==> config.mk <==
export PLATFORM = sky130hd
export DESIGN_NAME = video_out_top
export DESIGN_NICKNAME = d
export VERILOG_FILES = /design/src/video_pkg.sv /design/src/video_if.sv /design/src/video_out_top.sv /design/src/video_out_stage.sv /design/src/pattern_gen.sv /design/src/video_sig_gen.sv
export VERILOG_INCLUDE_DIRS = /design/src
export SDC_FILE = /design/constraint.sdc
export NUM_CORES = 1
export LEC_CHECK = 0
export ABC_AREA = 1
export BUFFER_PORTS_ARGS = -buffer_cell sky130_fd_sc_hd__clkbuf_2
export CORE_MARGIN = 1.5
export CORE_UTILIZATION = 35
export CTS_CLUSTER_SIZE = 24
export DETAILED_ROUTE_END_ITERATION = 12
export PLACE_DENSITY_LB_ADDON = 0.1
export SLEW_MARGIN = 20
export SYNTH_ARGS = -nofsm -noshare
export SYNTH_HDL_FRONTEND = slang
export SYNTH_SLANG_ARGS = --single-unit
==> constraint.sdc <==
create_clock -name pixel_clk_in -period 2.6 [get_ports pixel_clk_in]
set_input_delay 0.52 -clock pixel_clk_in [delete_from_list [all_inputs] [get_ports pixel_clk_in]]
set_output_delay 0.52 -clock pixel_clk_in [all_outputs]
set_load 0.01 [all_outputs]
==> src/video_config.svh <==
`ifndef VIDEO_CONFIG_SVH
`define VIDEO_CONFIG_SVH

// default raster is 1280x720 at 60 frames per second
`define VIDEO_ACTIVE_H 1280
`define VIDEO_H_FP 110
`define VIDEO_H_SYNC 40
`define VIDEO_H_BP 220

`define VIDEO_ACTIVE_V 720
`define VIDEO_V_FP 5
`define VIDEO_V_SYNC 5
`define VIDEO_V_BP 20

`define VIDEO_FPS 60

// width of the hcount and vcount buses, enough for 1650 pixels per line
`define VIDEO_CNT_W 11

// one pixel, three 8-bit channels
`define VIDEO_PIX_W 24

// registered count to output pixel, in clocks
`define VIDEO_PIPE_DEPTH 3

`endif
==> src/video_pkg.sv <==
`include "video_config.svh"

package video_pkg;

  // one pixel word, seen either as channels or as a plain number
  typedef union packed {
    struct packed {
      logic [7:0] red;
      logic [7:0] green;
      logic [7:0] blue;
    } rgb;
    logic [`VIDEO_PIX_W-1:0] raw;  // checksum view
  } pixel_word_u;

  // test image choice
  typedef enum logic [1:0] {
    pat_bars     = 2'd0,
    pat_checker  = 2'd1,
    pat_gradient = 2'd2,
    pat_solid    = 2'd3
  } pattern_sel_e;

  typedef pixel_word_u bar_table_t [0:7];

  // classic eight bars, brightest on the left
  localparam bar_table_t BAR_COLORS = '{
    24'hFF_FF_FF,  // white
    24'hFF_FF_00,  // yellow
    24'h00_FF_FF,  // cyan
    24'h00_FF_00,  // green
    24'hFF_00_FF,  // magenta
    24'hFF_00_00,  // red
    24'h00_00_FF,  // blue
    24'h00_00_00   // black
  };

endpackage

==> src/video_if.sv <==
`timescale 1ns/10ps
`include "video_config.svh"

interface video_if;

  logic [`VIDEO_CNT_W-1:0] hcount;  // pixel within line
  logic [`VIDEO_CNT_W-1:0] vcount;  // line within frame
  logic hs;       // horizontal sync, active high
  logic vs;       // vertical sync, active high
  logic ad;       // inside the active area
  logic nf;       // start of vertical blanking
  logic last_px;  // raster just wrapped

  // timing generator side
  modport src (
    output hcount, vcount,
    output hs, vs, ad,
    output nf, last_px
  );

  // consumer side
  modport snk (
    input hcount, vcount,
    input hs, vs, ad,
    input nf, last_px
  );

endinterface

==> src/video_out_top.sv <==
`timescale 1ns/10ps
`include "video_config.svh"

module video_out_top
  import video_pkg::*;
#(
  parameter int ACTIVE_H_PIXELS = `VIDEO_ACTIVE_H,
  parameter int H_FRONT_PORCH   = `VIDEO_H_FP,
  parameter int H_SYNC_WIDTH    = `VIDEO_H_SYNC,
  parameter int H_BACK_PORCH    = `VIDEO_H_BP,
  parameter int ACTIVE_LINES    = `VIDEO_ACTIVE_V,
  parameter int V_FRONT_PORCH   = `VIDEO_V_FP,
  parameter int V_SYNC_WIDTH    = `VIDEO_V_SYNC,
  parameter int V_BACK_PORCH    = `VIDEO_V_BP,
  parameter int FPS             = `VIDEO_FPS
) (
  input  logic        pixel_clk_in,
  input  logic        rst_in,
  input  logic [1:0]  pattern_sel,
  input  logic [23:0] solid_color,
  output logic [7:0]  red,
  output logic [7:0]  green,
  output logic [7:0]  blue,
  output logic        hs,
  output logic        vs,
  output logic        de,
  output logic        frame_done,
  output logic [23:0] frame_checksum,
  output logic [5:0]  frame_count
);

  video_if vid_bus ();

  pattern_sel_e sel;
  pixel_word_u  solid;
  pixel_word_u  pix;
  logic         hs_d;
  logic         vs_d;
  logic         ad_d;
  logic         nf_d;
  logic         last_px_d;

  assign sel   = pattern_sel_e'(pattern_sel);
  assign solid = solid_color;

  video_sig_gen #(
    .ACTIVE_H_PIXELS(ACTIVE_H_PIXELS),
    .H_FRONT_PORCH  (H_FRONT_PORCH),
    .H_SYNC_WIDTH   (H_SYNC_WIDTH),
    .H_BACK_PORCH   (H_BACK_PORCH),
    .ACTIVE_LINES   (ACTIVE_LINES),
    .V_FRONT_PORCH  (V_FRONT_PORCH),
    .V_SYNC_WIDTH   (V_SYNC_WIDTH),
    .V_BACK_PORCH   (V_BACK_PORCH),
    .FPS            (FPS)
  ) i_video_sig_gen (
    .pixel_clk_in(pixel_clk_in),
    .rst_in      (rst_in),
    .vid         (vid_bus.src),
    .frame_count (frame_count)
  );

  pattern_gen i_pattern_gen (
    .pixel_clk_in(pixel_clk_in),
    .rst_in      (rst_in),
    .vid         (vid_bus.snk),
    .frame_count (frame_count),
    .pattern_sel (sel),
    .solid_color (solid),
    .pix         (pix),
    .hs_d        (hs_d),
    .vs_d        (vs_d),
    .ad_d        (ad_d),
    .nf_d        (nf_d),
    .last_px_d   (last_px_d)
  );

  video_out_stage i_video_out_stage (
    .pixel_clk_in  (pixel_clk_in),
    .rst_in        (rst_in),
    .pix           (pix),
    .hs_d          (hs_d),
    .vs_d          (vs_d),
    .ad_d          (ad_d),
    .nf_d          (nf_d),
    .last_px_d     (last_px_d),
    .red           (red),
    .green         (green),
    .blue          (blue),
    .hs            (hs),
    .vs            (vs),
    .de            (de),
    .frame_done    (frame_done),
    .frame_checksum(frame_checksum)
  );

endmodule

==> src/video_out_stage.sv <==
`timescale 1ns/10ps

module video_out_stage
  import video_pkg::*;
(
  input  logic        pixel_clk_in,
  input  logic        rst_in,
  input  pixel_word_u pix,
  input  logic        hs_d,
  input  logic        vs_d,
  input  logic        ad_d,
  input  logic        nf_d,
  input  logic        last_px_d,
  output logic [7:0]  red,
  output logic [7:0]  green,
  output logic [7:0]  blue,
  output logic        hs,
  output logic        vs,
  output logic        de,
  output logic        frame_done,
  output logic [23:0] frame_checksum
);

  logic [23:0] sum;       // running total of this frame
  logic [23:0] sum_held;  // total frozen at start of vblank

  // syncs and colour, blanked outside the active area
  always_ff @(posedge pixel_clk_in) begin
    if (rst_in) begin
      hs    <= 1'b0;
      vs    <= 1'b0;
      de    <= 1'b0;
      red   <= '0;
      green <= '0;
      blue  <= '0;
    end else begin
      hs    <= hs_d;
      vs    <= vs_d;
      de    <= ad_d;
      red   <= ad_d ? pix.rgb.red   : 8'd0;
      green <= ad_d ? pix.rgb.green : 8'd0;
      blue  <= ad_d ? pix.rgb.blue  : 8'd0;
    end
  end

  // frame checksum
  // no active pixels arrive between nf_d and last_px_d, so the
  // total is already final at the start of vertical blanking
  always_ff @(posedge pixel_clk_in) begin
    if (rst_in) begin
      sum            <= '0;
      sum_held       <= '0;
      frame_done     <= 1'b0;
      frame_checksum <= '0;
    end else begin
      frame_done <= last_px_d;
      if (nf_d) sum_held <= sum;
      if (last_px_d) begin
        frame_checksum <= sum_held;  // published with frame_done
        sum            <= ad_d ? pix.raw : '0;  // first pixel of the next frame
      end else if (ad_d) begin
        sum <= sum + pix.raw;  // wraps mod 2^24
      end
    end
  end

endmodule

==> src/pattern_gen.sv <==
`timescale 1ns/10ps
`include "video_config.svh"

module pattern_gen
  import video_pkg::*;
(
  input  logic         pixel_clk_in,
  input  logic         rst_in,
  video_if.snk         vid,
  input  logic [5:0]   frame_count,
  input  pattern_sel_e pattern_sel,
  input  pixel_word_u  solid_color,
  output pixel_word_u  pix,
  output logic         hs_d,
  output logic         vs_d,
  output logic         ad_d,
  output logic         nf_d,
  output logic         last_px_d
);

  // the output stage adds the last clock of the pipe
  localparam int FLAG_LAT = `VIDEO_PIPE_DEPTH - 1;

  pattern_sel_e sel_q;    // select for the frame being drawn
  pixel_word_u  solid_q;  // colour for the frame being drawn

  pattern_sel_e s1_sel;
  logic [7:0]   s1_a;     // bar index, checker bit or h byte
  logic [7:0]   s1_b;     // v byte for the gradient
  logic [5:0]   s1_fc;
  pixel_word_u  s1_solid;

  logic [4:0] flag_pipe [FLAG_LAT];

  // both picked up during vertical blanking only
  always_ff @(posedge pixel_clk_in) begin
    if (rst_in) begin
      sel_q <= pat_bars;
    end else if (vid.nf) begin
      sel_q <= pattern_sel;
    end
  end

  always_ff @(posedge pixel_clk_in) begin
    if (vid.nf) solid_q <= solid_color;
  end

  // stage one, position to pattern index
  always_ff @(posedge pixel_clk_in) begin
    s1_sel   <= sel_q;
    s1_fc    <= frame_count;
    s1_solid <= solid_q;
    s1_b     <= vid.vcount[7:0];
    case (sel_q)
      pat_bars:     s1_a <= {5'd0, vid.hcount[6:4]};  // 16 px wide bars
      pat_checker:  s1_a <= {7'd0, vid.hcount[3] ^ vid.vcount[3]};
      pat_gradient: s1_a <= vid.hcount[7:0];
      default:      s1_a <= '0;
    endcase
  end

  // stage two, index to colour
  always_ff @(posedge pixel_clk_in) begin
    case (s1_sel)
      pat_bars:    pix <= BAR_COLORS[s1_a[2:0]];
      pat_checker: pix.raw <= s1_a[0] ? 24'hFF_FF_FF : 24'h00_00_00;
      pat_gradient: begin
        pix.rgb.red   <= s1_a;
        pix.rgb.green <= s1_b;
        pix.rgb.blue  <= {s1_fc, 2'b00};  // blue steps with the frame
      end
      default:     pix <= s1_solid;
    endcase
  end

  // flags ride alongside the colour path
  always_ff @(posedge pixel_clk_in) begin
    if (rst_in) begin
      for (int i = 0; i < FLAG_LAT; i++) flag_pipe[i] <= '0;
    end else begin
      flag_pipe[0] <= {vid.hs, vid.vs, vid.ad, vid.nf, vid.last_px};
      for (int i = 1; i < FLAG_LAT; i++) flag_pipe[i] <= flag_pipe[i-1];
    end
  end

  assign {hs_d, vs_d, ad_d, nf_d, last_px_d} = flag_pipe[FLAG_LAT-1];

endmodule

==> src/video_sig_gen.sv <==
`timescale 1ns/10ps
`include "video_config.svh"

module video_sig_gen #(
  parameter int ACTIVE_H_PIXELS = `VIDEO_ACTIVE_H,
  parameter int H_FRONT_PORCH   = `VIDEO_H_FP,
  parameter int H_SYNC_WIDTH    = `VIDEO_H_SYNC,
  parameter int H_BACK_PORCH    = `VIDEO_H_BP,
  parameter int ACTIVE_LINES    = `VIDEO_ACTIVE_V,
  parameter int V_FRONT_PORCH   = `VIDEO_V_FP,
  parameter int V_SYNC_WIDTH    = `VIDEO_V_SYNC,
  parameter int V_BACK_PORCH    = `VIDEO_V_BP,
  parameter int FPS             = `VIDEO_FPS
) (
  input  logic       pixel_clk_in,
  input  logic       rst_in,
  video_if.src       vid,
  output logic [5:0] frame_count
);

  localparam int LINE_LENGTH =
    ACTIVE_H_PIXELS + H_FRONT_PORCH + H_SYNC_WIDTH + H_BACK_PORCH;
  localparam int TOTAL_LINES =
    ACTIVE_LINES + V_FRONT_PORCH + V_SYNC_WIDTH + V_BACK_PORCH;

  // all window edges sized to the count bus
  localparam logic [`VIDEO_CNT_W-1:0] LAST_H = `VIDEO_CNT_W'(LINE_LENGTH - 1);
  localparam logic [`VIDEO_CNT_W-1:0] LAST_V = `VIDEO_CNT_W'(TOTAL_LINES - 1);
  localparam logic [`VIDEO_CNT_W-1:0] ACT_H  = `VIDEO_CNT_W'(ACTIVE_H_PIXELS);
  localparam logic [`VIDEO_CNT_W-1:0] ACT_V  = `VIDEO_CNT_W'(ACTIVE_LINES);

  localparam logic [`VIDEO_CNT_W-1:0] H_SYNC_START =
    `VIDEO_CNT_W'(ACTIVE_H_PIXELS + H_FRONT_PORCH);
  localparam logic [`VIDEO_CNT_W-1:0] H_SYNC_END =
    `VIDEO_CNT_W'(ACTIVE_H_PIXELS + H_FRONT_PORCH + H_SYNC_WIDTH);
  localparam logic [`VIDEO_CNT_W-1:0] V_SYNC_START =
    `VIDEO_CNT_W'(ACTIVE_LINES + V_FRONT_PORCH);
  localparam logic [`VIDEO_CNT_W-1:0] V_SYNC_END =
    `VIDEO_CNT_W'(ACTIVE_LINES + V_FRONT_PORCH + V_SYNC_WIDTH);

  localparam logic [5:0] LAST_FRAME = 6'(FPS - 1);

  logic line_end;    // last pixel of any line
  logic raster_end;  // last pixel of the last line
  logic vblank_hit;  // last active column on the first blanking line

  assign line_end   = (vid.hcount == LAST_H);
  assign raster_end = line_end && (vid.vcount == LAST_V);
  assign vblank_hit = (vid.hcount == ACT_H - 1'b1) && (vid.vcount == ACT_V);

  // syncs and active area decode straight from the counts
  assign vid.hs = (vid.hcount >= H_SYNC_START) && (vid.hcount < H_SYNC_END);
  assign vid.vs = (vid.vcount >= V_SYNC_START) && (vid.vcount < V_SYNC_END);
  assign vid.ad = (vid.hcount < ACT_H) && (vid.vcount < ACT_V);

  // raster counters
  always_ff @(posedge pixel_clk_in) begin
    if (rst_in) begin
      vid.hcount <= '0;
      vid.vcount <= '0;
    end else if (line_end) begin
      vid.hcount <= '0;
      if (vid.vcount == LAST_V) begin
        vid.vcount <= '0;  // wrap to top left
      end else begin
        vid.vcount <= vid.vcount + 1'b1;
      end
    end else begin
      vid.hcount <= vid.hcount + 1'b1;
    end
  end

  // frame markers, one cycle after the position that triggers them
  always_ff @(posedge pixel_clk_in) begin
    if (rst_in) begin
      vid.nf      <= 1'b0;
      vid.last_px <= 1'b0;
      frame_count <= '0;
    end else begin
      vid.nf      <= vblank_hit;
      vid.last_px <= raster_end;
      if (vblank_hit) begin
        frame_count <= (frame_count == LAST_FRAME) ? 6'd0 : frame_count + 6'd1;
      end
    end
  end

endmodule

==> results by group, run 1 <==
Yosys
  • Mapped Area: 9750 µm²
  • Post-synthesis mux area share: 0
  • Dominant synthesized flop cell: dfxtp_1
  • Yosys top cell by area: dfxtp_1
  • Synth area leaders: dfxtp_1 (44%), nand2_1 (11%), nor2_1 (7.6%)
  • Synth Area in Compound Gates: 0.0997
  • Largest family of logic cells by synthesized area: simple AND/OR/NAND/NOR gates
  • Yosys cell types: 47
  • Post-Synthesis Cells: 1264
  • FF+latch count, synth: 238
  • Register area share after synthesis: 0.513
  • Yosys Warn Count: 0
  • Post-synthesis xor/xnor area fraction: 0.0117
  • Synth Area in Simple Gates: 0.256
  • Synth async-reset ratio: 0
  • Syn nets: 1322
  • Post-synth EDFFs: 24
  • Syn Area/Cell: 7.72 µm²
  • Adder-cell share of the synthesized area: 0.0393
  • Area share of the largest cell type after synthesis: 0.439

Critical path
  • WP data required: 3.00 ns
  • Arrival time at the worst endpoint: 2.58 ns
  • Worst-path cell chain: ha_1 -> inv_1 -> fa_1 -> inv_1 -> nand3_1 -> nand3_1 -> nand3_1 -> nand2_1 -> nand2_1 -> nand3_1 -> nand3_1 -> nand2_1 -> a21oi_1
  • Critical path's slowest cell: fa_1
  • Critical path capture point type: flip-flop
  • Critical Path Fanout Max: 3
  • CP max stage delay: 0.41 ns
  • Crit path max-delay family: simple AND/OR/NAND/NOR gates
  • Worst Reg2Reg Path Length in Cells: 13
  • Flop-to-flop setup slack: 0.42 ns
  • Worst r2r dst: i_video_out_stage.sum[16]
  • Reg-to-reg startpoint: i_video_out_stage.sum[0]
  • Setup CP Type: reg2reg
  • Crit path launch type: flip-flop
  • CP dominant cell by count: nand3_1
  • Critical path buffers and inverters: 2

STA
  • RSZ-0062 raised after global routing: false
  • TNS Setup: 0 ns
  • Setup Viol. Count Final: 0
  • Clock Skews: 0.0193 ns
  • Fin. Hold Viols: 0
  • Relative slew slack: 0.438
  • Min cycle time layout: 2.18 ns
  • Fmax achieved: 459 MHz
  • Worst setup slack after layout: 0.421 ns
  • Crit share post-route: 0.838
  • Final Max Tran Viols: 0
  • Slew at the pin with the worst max-slew slack: 0.842 ns

Clock network
  • Clock Latency Late Sink: 0.54 ns
  • CTS sink cnt: 238
  • Hold-fix buffers, CTS: 0
  • CTS tree: yes
  • Post-CTS Setup Inserts: 0
  • CTS clk-pin slew, worst paths: 0.06 ns
  • TritonCTS buffer count: 27
  • Htree depth: 1
  • Post-cts resize count: 0
  • Clock Root Buffer: clkbuf_16
  • Longest Clk Path Bufs: 3

Pwr
  • Combinational power share: 0.204
  • Part of the power in registers: 0.404
  • Power per Cell Area: 840 nW/µm²
  • Clock power share: 0.393
  • Switching share of power: 0.301
  • Maximum vdd drop: 0.399 mV
  • Pleak: 0.00548 µW
  • Int Power: 6750 µW
  • Switch Pwr: 2910 µW

GRT
  • First-pass GRT wire length: 42800 µm
  • Vias in the first global route: 8048
  • GRT Residual Overflow: 0
  • Initial antenna violation count: 2
  • GRT Util Overall: 0.190
  • Largest net degree at the start of global routing: 39

Route
  • DRC viols: 0
  • Vias/cell: 4.63
  • Wl on met1: 12100 µm
  • Avg WL per Cell: 15.2 µm
  • Initial DRC count: 468
  • Met3 wire length: 1130 µm
  • WL final: 26600 µm
  • Via count: 8094
  • Antenna viol nets, final: 0
  • Max Used Layer: met4
  • First-pass DRT Iterations: 4
  • Length of routed met2 wiring: 12700 µm

Placed design
  • GP Congestion: 0.862
  • Dpl ws: 0.437 ns
  • Post-Place Cells: 1697
  • I/O Buffers: 85
  • Final HPWL DP: 19700 µm

Worst hold path
  • Hold path startpoint: solid_color[21]
  • WHS Endpoint: i_pattern_gen.solid_q[21]
  • HP Class: in2reg
  • Hold Crit Depth: 1

Final layout
  • Layout Nets: 1412
  • Layout cells sized above 1: 0.126
  • Layout Area Growth over Synthesis: 17.9%
  • Ant diodes: 0
  • Final core occ: 0.423
  • Fillers: 2884
  • Non-filler cells, final: 1747

Run status
  • Status: finished, final reports clean

Floorplanning
  • Io pins: 86
  • Die Area: 28900 µm²
  • Cell row count: 60
  • Die span in y: 170 µm
  • Starting Density: 0.359
  • DIE WIDTH: 170 µm
  • Core ar.: 27200 µm²

Job
  • Max Cap Viol: 0
[kinds of logic after synthesis]
kind of cell               Yosys count
DFF                                238
AOI/OAI and AO/OA                  185
buffers and inverters              204
and+or+nand+nor                    594
adders and majority gates           30
xor gates and xnor gates            13
[layout by cell type, fill, tap and decap left out, types with 4 or more instances in the layout]
master / netlist / layout
nand2_1: 276 / 276
dfxtp_1: 214 / 213
nor2_1: 198 / 198
inv_1: 156 / 156
a21oi_1: 96 / 96
clkbuf_2: 0 / 85
o21ai_0: 70 / 70
nand3_1: 60 / 60
ha_1: 29 / 29
clkbuf_16: 0 / 27
edfxtp_1: 24 / 24
nand4_1: 23 / 23
buf_4: 0 / 14
nor3_1: 13 / 13
xor2_1: 10 / 10
inv_2: 7 / 7
clkinv_2: 1 / 7
clkbuf_8: 0 / 5
nor2_2: 4 / 4
a21o_1: 4 / 4
[registers in the layout (all words and copies together), names as in the netlist, 6 cells and up]
name,cells
i_video_out_stage.green,8
i_pattern_gen.s1_fc,6
i_video_out_stage.blue,8
i_pattern_gen.solid_q,24
i_pattern_gen.flag_pipe,10
i_pattern_gen.pix,24
i_pattern_gen.s1_a,8
i_video_sig_gen.vid.vcount,11
i_pattern_gen.s1_b,8
i_video_out_stage.red,8
i_video_sig_gen.frame_count,6
i_video_out_stage.frame_checksum,24
i_video_out_stage.sum_held,24
i_video_out_stage.sum,24
i_video_sig_gen.vid.hcount,11
i_pattern_gen.s1_solid,24
[through the flow]
step,total power [µW],cell area [µm²],hold slack [ns]
floorplan,5420,9750,0.323
global placement,5930,10600,0.328
detailed placement,5930,10600,0.328
CTS,9750,11500,0.137
global route,10200,11500,0.136
finish,9660,11500,0.156
[power groups by stage]
| stage | Clock, µW | Sequential, µW | Combinational (µW) |
|---|---|---|---|
| floorplan | 0 | 3930 | 1490 |
| global placement | 0 | 3980 | 1940 |
| detailed placement | 0 | 3980 | 1940 |
| CTS | 3890 | 3900 | 1950 |
| global route | 4040 | 3900 | 2300 |
| finish | 3800 | 3900 | 1970 |
[synthesized netlist by cell type (all sizes together) (2+ instances only)]
cell / number
a21o: 4
a21oi: 98
buf: 5
clkbuf: 33
clkinv: 3
dfxtp: 214
edfxtp: 24
ha: 29
inv: 163
nand2: 278
nand3: 63
nand3b: 2
nand4: 24
nor2: 203
nor3: 15
nor3b: 3
nor4: 2
o211ai: 2
o21ai: 71
o22ai: 3
or2: 3
xnor2: 3
xor2: 10
[layer usage]
layer | GRT usage | vias to the layer above
met5 | 0 | -
met4 | 0.0558 | 0
met3 | 0.0265 | 41
met2 | 0.335 | 152
met1 | 0.239 | 3685
li1 | - | 4216
[worst max-delay path by stage]
stage | cells past startpoint | slack [ns] | start | end
final | 13 | 0.42 | i_video_out_stage.sum[0] | i_video_out_stage.sum[16]
after detailed placement | 13 | 0.44 | i_video_out_stage.sum[0] | i_video_out_stage.sum[12]
after CTS | 13 | 0.42 | i_video_out_stage.sum[0] | i_video_out_stage.sum[12]
after global routing | 14 | 0.20 | i_video_out_stage.sum[0] | i_video_out_stage.sum[12]
after floorplan | 13 | 0.78 | i_video_out_stage.sum[0] | i_video_out_stage.sum[12]
after global placement | 13 | 0.51 | i_video_out_stage.sum[0] | i_video_out_stage.sum[16]
[cell type report]
| class | count | area [µm²] | area share |
|---|---|---|---|
| timing repair buffer | 99 | 531 | 0.0461 |
| clock inverter | 16 | 154 | 0.0134 |
| clock buffer | 34 | 752 | 0.0654 |
| multi-input combinational | 822 | 3970 | 0.345 |
| tap | 372 | 465 | 0.0405 |
| sequential | 238 | 5010 | 0.435 |
| inverter | 166 | 624 | 0.0543 |
Power figures use the tool's default switching activity.
==> run 2, diff against run 1 <==
==> constraint.sdc (replaced) <==
create_clock -name pixel_clk_in -period 2.2 [get_ports pixel_clk_in]
set_input_delay 0.44 -clock pixel_clk_in [delete_from_list [all_inputs] [get_ports pixel_clk_in]]
set_output_delay 0.44 -clock pixel_clk_in [all_outputs]
set_load 0.01 [all_outputs]
==> run 2 against run 1 <==
- clock power is 18% higher
- utilization is 0.32 points higher
- register-to-register slack worse by 0.21 ns
- flip-flop and latch count stayed put
- die area stayed put
- critical path depth stayed put
- critical path type unchanged
- critical endpoint unchanged
==> results by group, run 2 (synthesis results as in run 1) <==
STA
  • Clock Skews: 0.00750 ns
  • Crit share post-route: 0.904
  • Relative slew slack: 0.628
  • TNS Setup: 0 ns
  • Min cycle time layout: 1.99 ns
  • Final Max Tran Viols: 0
  • Setup Viol. Count Final: 0
  • Fin. Hold Viols: 0
  • Fmax achieved: 503 MHz
  • Slew at the pin with the worst max-slew slack: 0.544 ns

Route
  • WL final: 26200 µm
  • DRC viols: 0
  • Vias/cell: 4.64
  • Avg WL per Cell: 14.9 µm
  • Initial DRC count: 616
  • First-pass DRT Iterations: 5
  • Via count: 8136
  • Antenna viol nets, final: 0

Critical path
  • Reg-to-reg startpoint: i_video_out_stage.sum[0]
  • Crit path launch type: flip-flop
  • WP data required: 2.61 ns
  • Arrival time at the worst endpoint: 2.40 ns
  • Crit path from: i_video_out_stage.sum[0]
  • Critical path capture point type: flip-flop
  • Critical Path Fanout Max: 3
  • CP endpoint: i_video_out_stage.sum[16]
  • Worst r2r dst: i_video_out_stage.sum[16]
  • Flop-to-flop setup slack: 0.21 ns
  • Setup CP Type: reg2reg
  • Worst Reg2Reg Path Length in Cells: 13

Clock network
  • Longest Clk Path Bufs: 3
  • Clock Root Buffer: clkbuf_16
  • Post-cts resize count: 0
  • TritonCTS buffer count: 27
  • Htree depth: 1
  • CTS clk-pin slew, worst paths: 0.06 ns
  • Post-CTS Setup Inserts: 0
  • CTS sink cnt: 238
  • Hold-fix buffers, CTS: 0
  • CTS tree: yes
  • Clock Latency Late Sink: 0.54 ns

Final layout
  • Most frequent cells in the layout: nand2_1 (275), dfxtp_1 (213), nor2_1 (198), inv_1 (156), a21oi_1 (96)
  • Final instance area: 11600 µm²
  • Layout Nets: 1418
  • Most common cell after layout, fill and taps aside: nand2_1
  • Fillers: 2898
  • Final core occ: 0.426
  • Ant diodes: 0
  • Layout cells sized above 1: 0.128
  • Layout Area Growth over Synthesis: 18.8%

Pwr
  • Power per Cell Area: 989 nW/µm²
  • Maximum vdd drop: 0.513 mV
  • Pleak: 0.00551 µW
  • Post-route total power: 11500 µW

Placed design
  • Final HPWL DP: 19400 µm
  • GP Congestion: 0.898
  • Dpl cell area: 10700 µm²
  • I/O Buffers: 85

Floorplanning
  • Io pins: 86
  • Core ar.: 27200 µm²
  • Die span in y: 170 µm
  • Die Area: 28900 µm²
  • Cell row count: 60
  • Starting Density: 0.359
  • DIE WIDTH: 170 µm

Run status
  • Status: finished, final reports clean

GRT
  • First-pass GRT wire length: 41600 µm
  • Largest net degree at the start of global routing: 49
  • GRT Residual Overflow: 0
  • Vias in the first global route: 7815
  • GRT Util Overall: 0.185
  • Initial antenna violation count: 1

Job
  • Max Cap Viol: 0

Worst hold path
  • Hold Crit Depth: 1
  • HP Class: in2reg
run 2: cell count changes in the layout (fill, tap and decap cells not counted), sizes merged:
| cell | previous run | this run |
|---|---|---|
| clkinvlp | 3 | 4 |
| buf | 14 | 20 |
| bufinv | 2 | 3 |
| inv | 165 | 164 |
| clkbuf | 119 | 118 |
run 2: worst max-delay path, stage by stage (launching register included):
cell	delay [ns]
dfxtp_1	0.35
ha_2	0.22
inv_1	0.06
fa_1	0.40
inv_1	0.11
nand3_1	0.09
nand3_2	0.11
nand3_1	0.09
nand2_2	0.10
nand2_1	0.07
nand3_1	0.07
nand3_1	0.08
nand2_1	0.07
a21oi_1	0.05
run 2: worst min path at each step:
stage                                        start                        end  slack, ns
after floorplan           i_pattern_gen.solid_q[0]  i_pattern_gen.s1_solid[0]       0.32
after global placement    i_pattern_gen.solid_q[8]  i_pattern_gen.s1_solid[8]       0.33
after detailed placement  i_pattern_gen.solid_q[4]  i_pattern_gen.s1_solid[4]       0.33
after CTS                           solid_color[5]   i_pattern_gen.solid_q[5]       0.05
after global routing                solid_color[5]   i_pattern_gen.solid_q[5]       0.05
final                               solid_color[5]   i_pattern_gen.solid_q[5]       0.08
run 2: report_power, final:
| part | switching (µW) | internal [µW] |
|---|---|---|
| combinational | 1510 | 851 |
| clock | 1800 | 2680 |
| sequential | 119 | 4480 |
run 2: area by class of cell:
cell class	count	area, µm²	share of cell area
clock buffer	33	718	0.0620
clock inverter	17	181	0.0157
inverter	166	624	0.0539
multi-input combinational	822	3980	0.343
sequential	238	5010	0.432
tap	372	465	0.0402
timing repair buffer	105	613	0.0529
run 2: through the flow:
step           instances  setup slack (ns)  hold WS (ns)
2_1_floorplan       1264             0.376         0.323
3_3_place_gp        1703             0.179         0.328
3_5_place_dp        1703             0.117         0.327
4_1_cts             1753             0.100        0.0490
5_1_grt             1753          -0.00129        0.0496
6_report            1753             0.211        0.0775
run 2: per-layer routing:
metal,global-route usage,routed length (µm)
met2,0.318,12100
met5,0,0
met1,0.237,12300
met4,0.0693,943
met3,0.0209,780
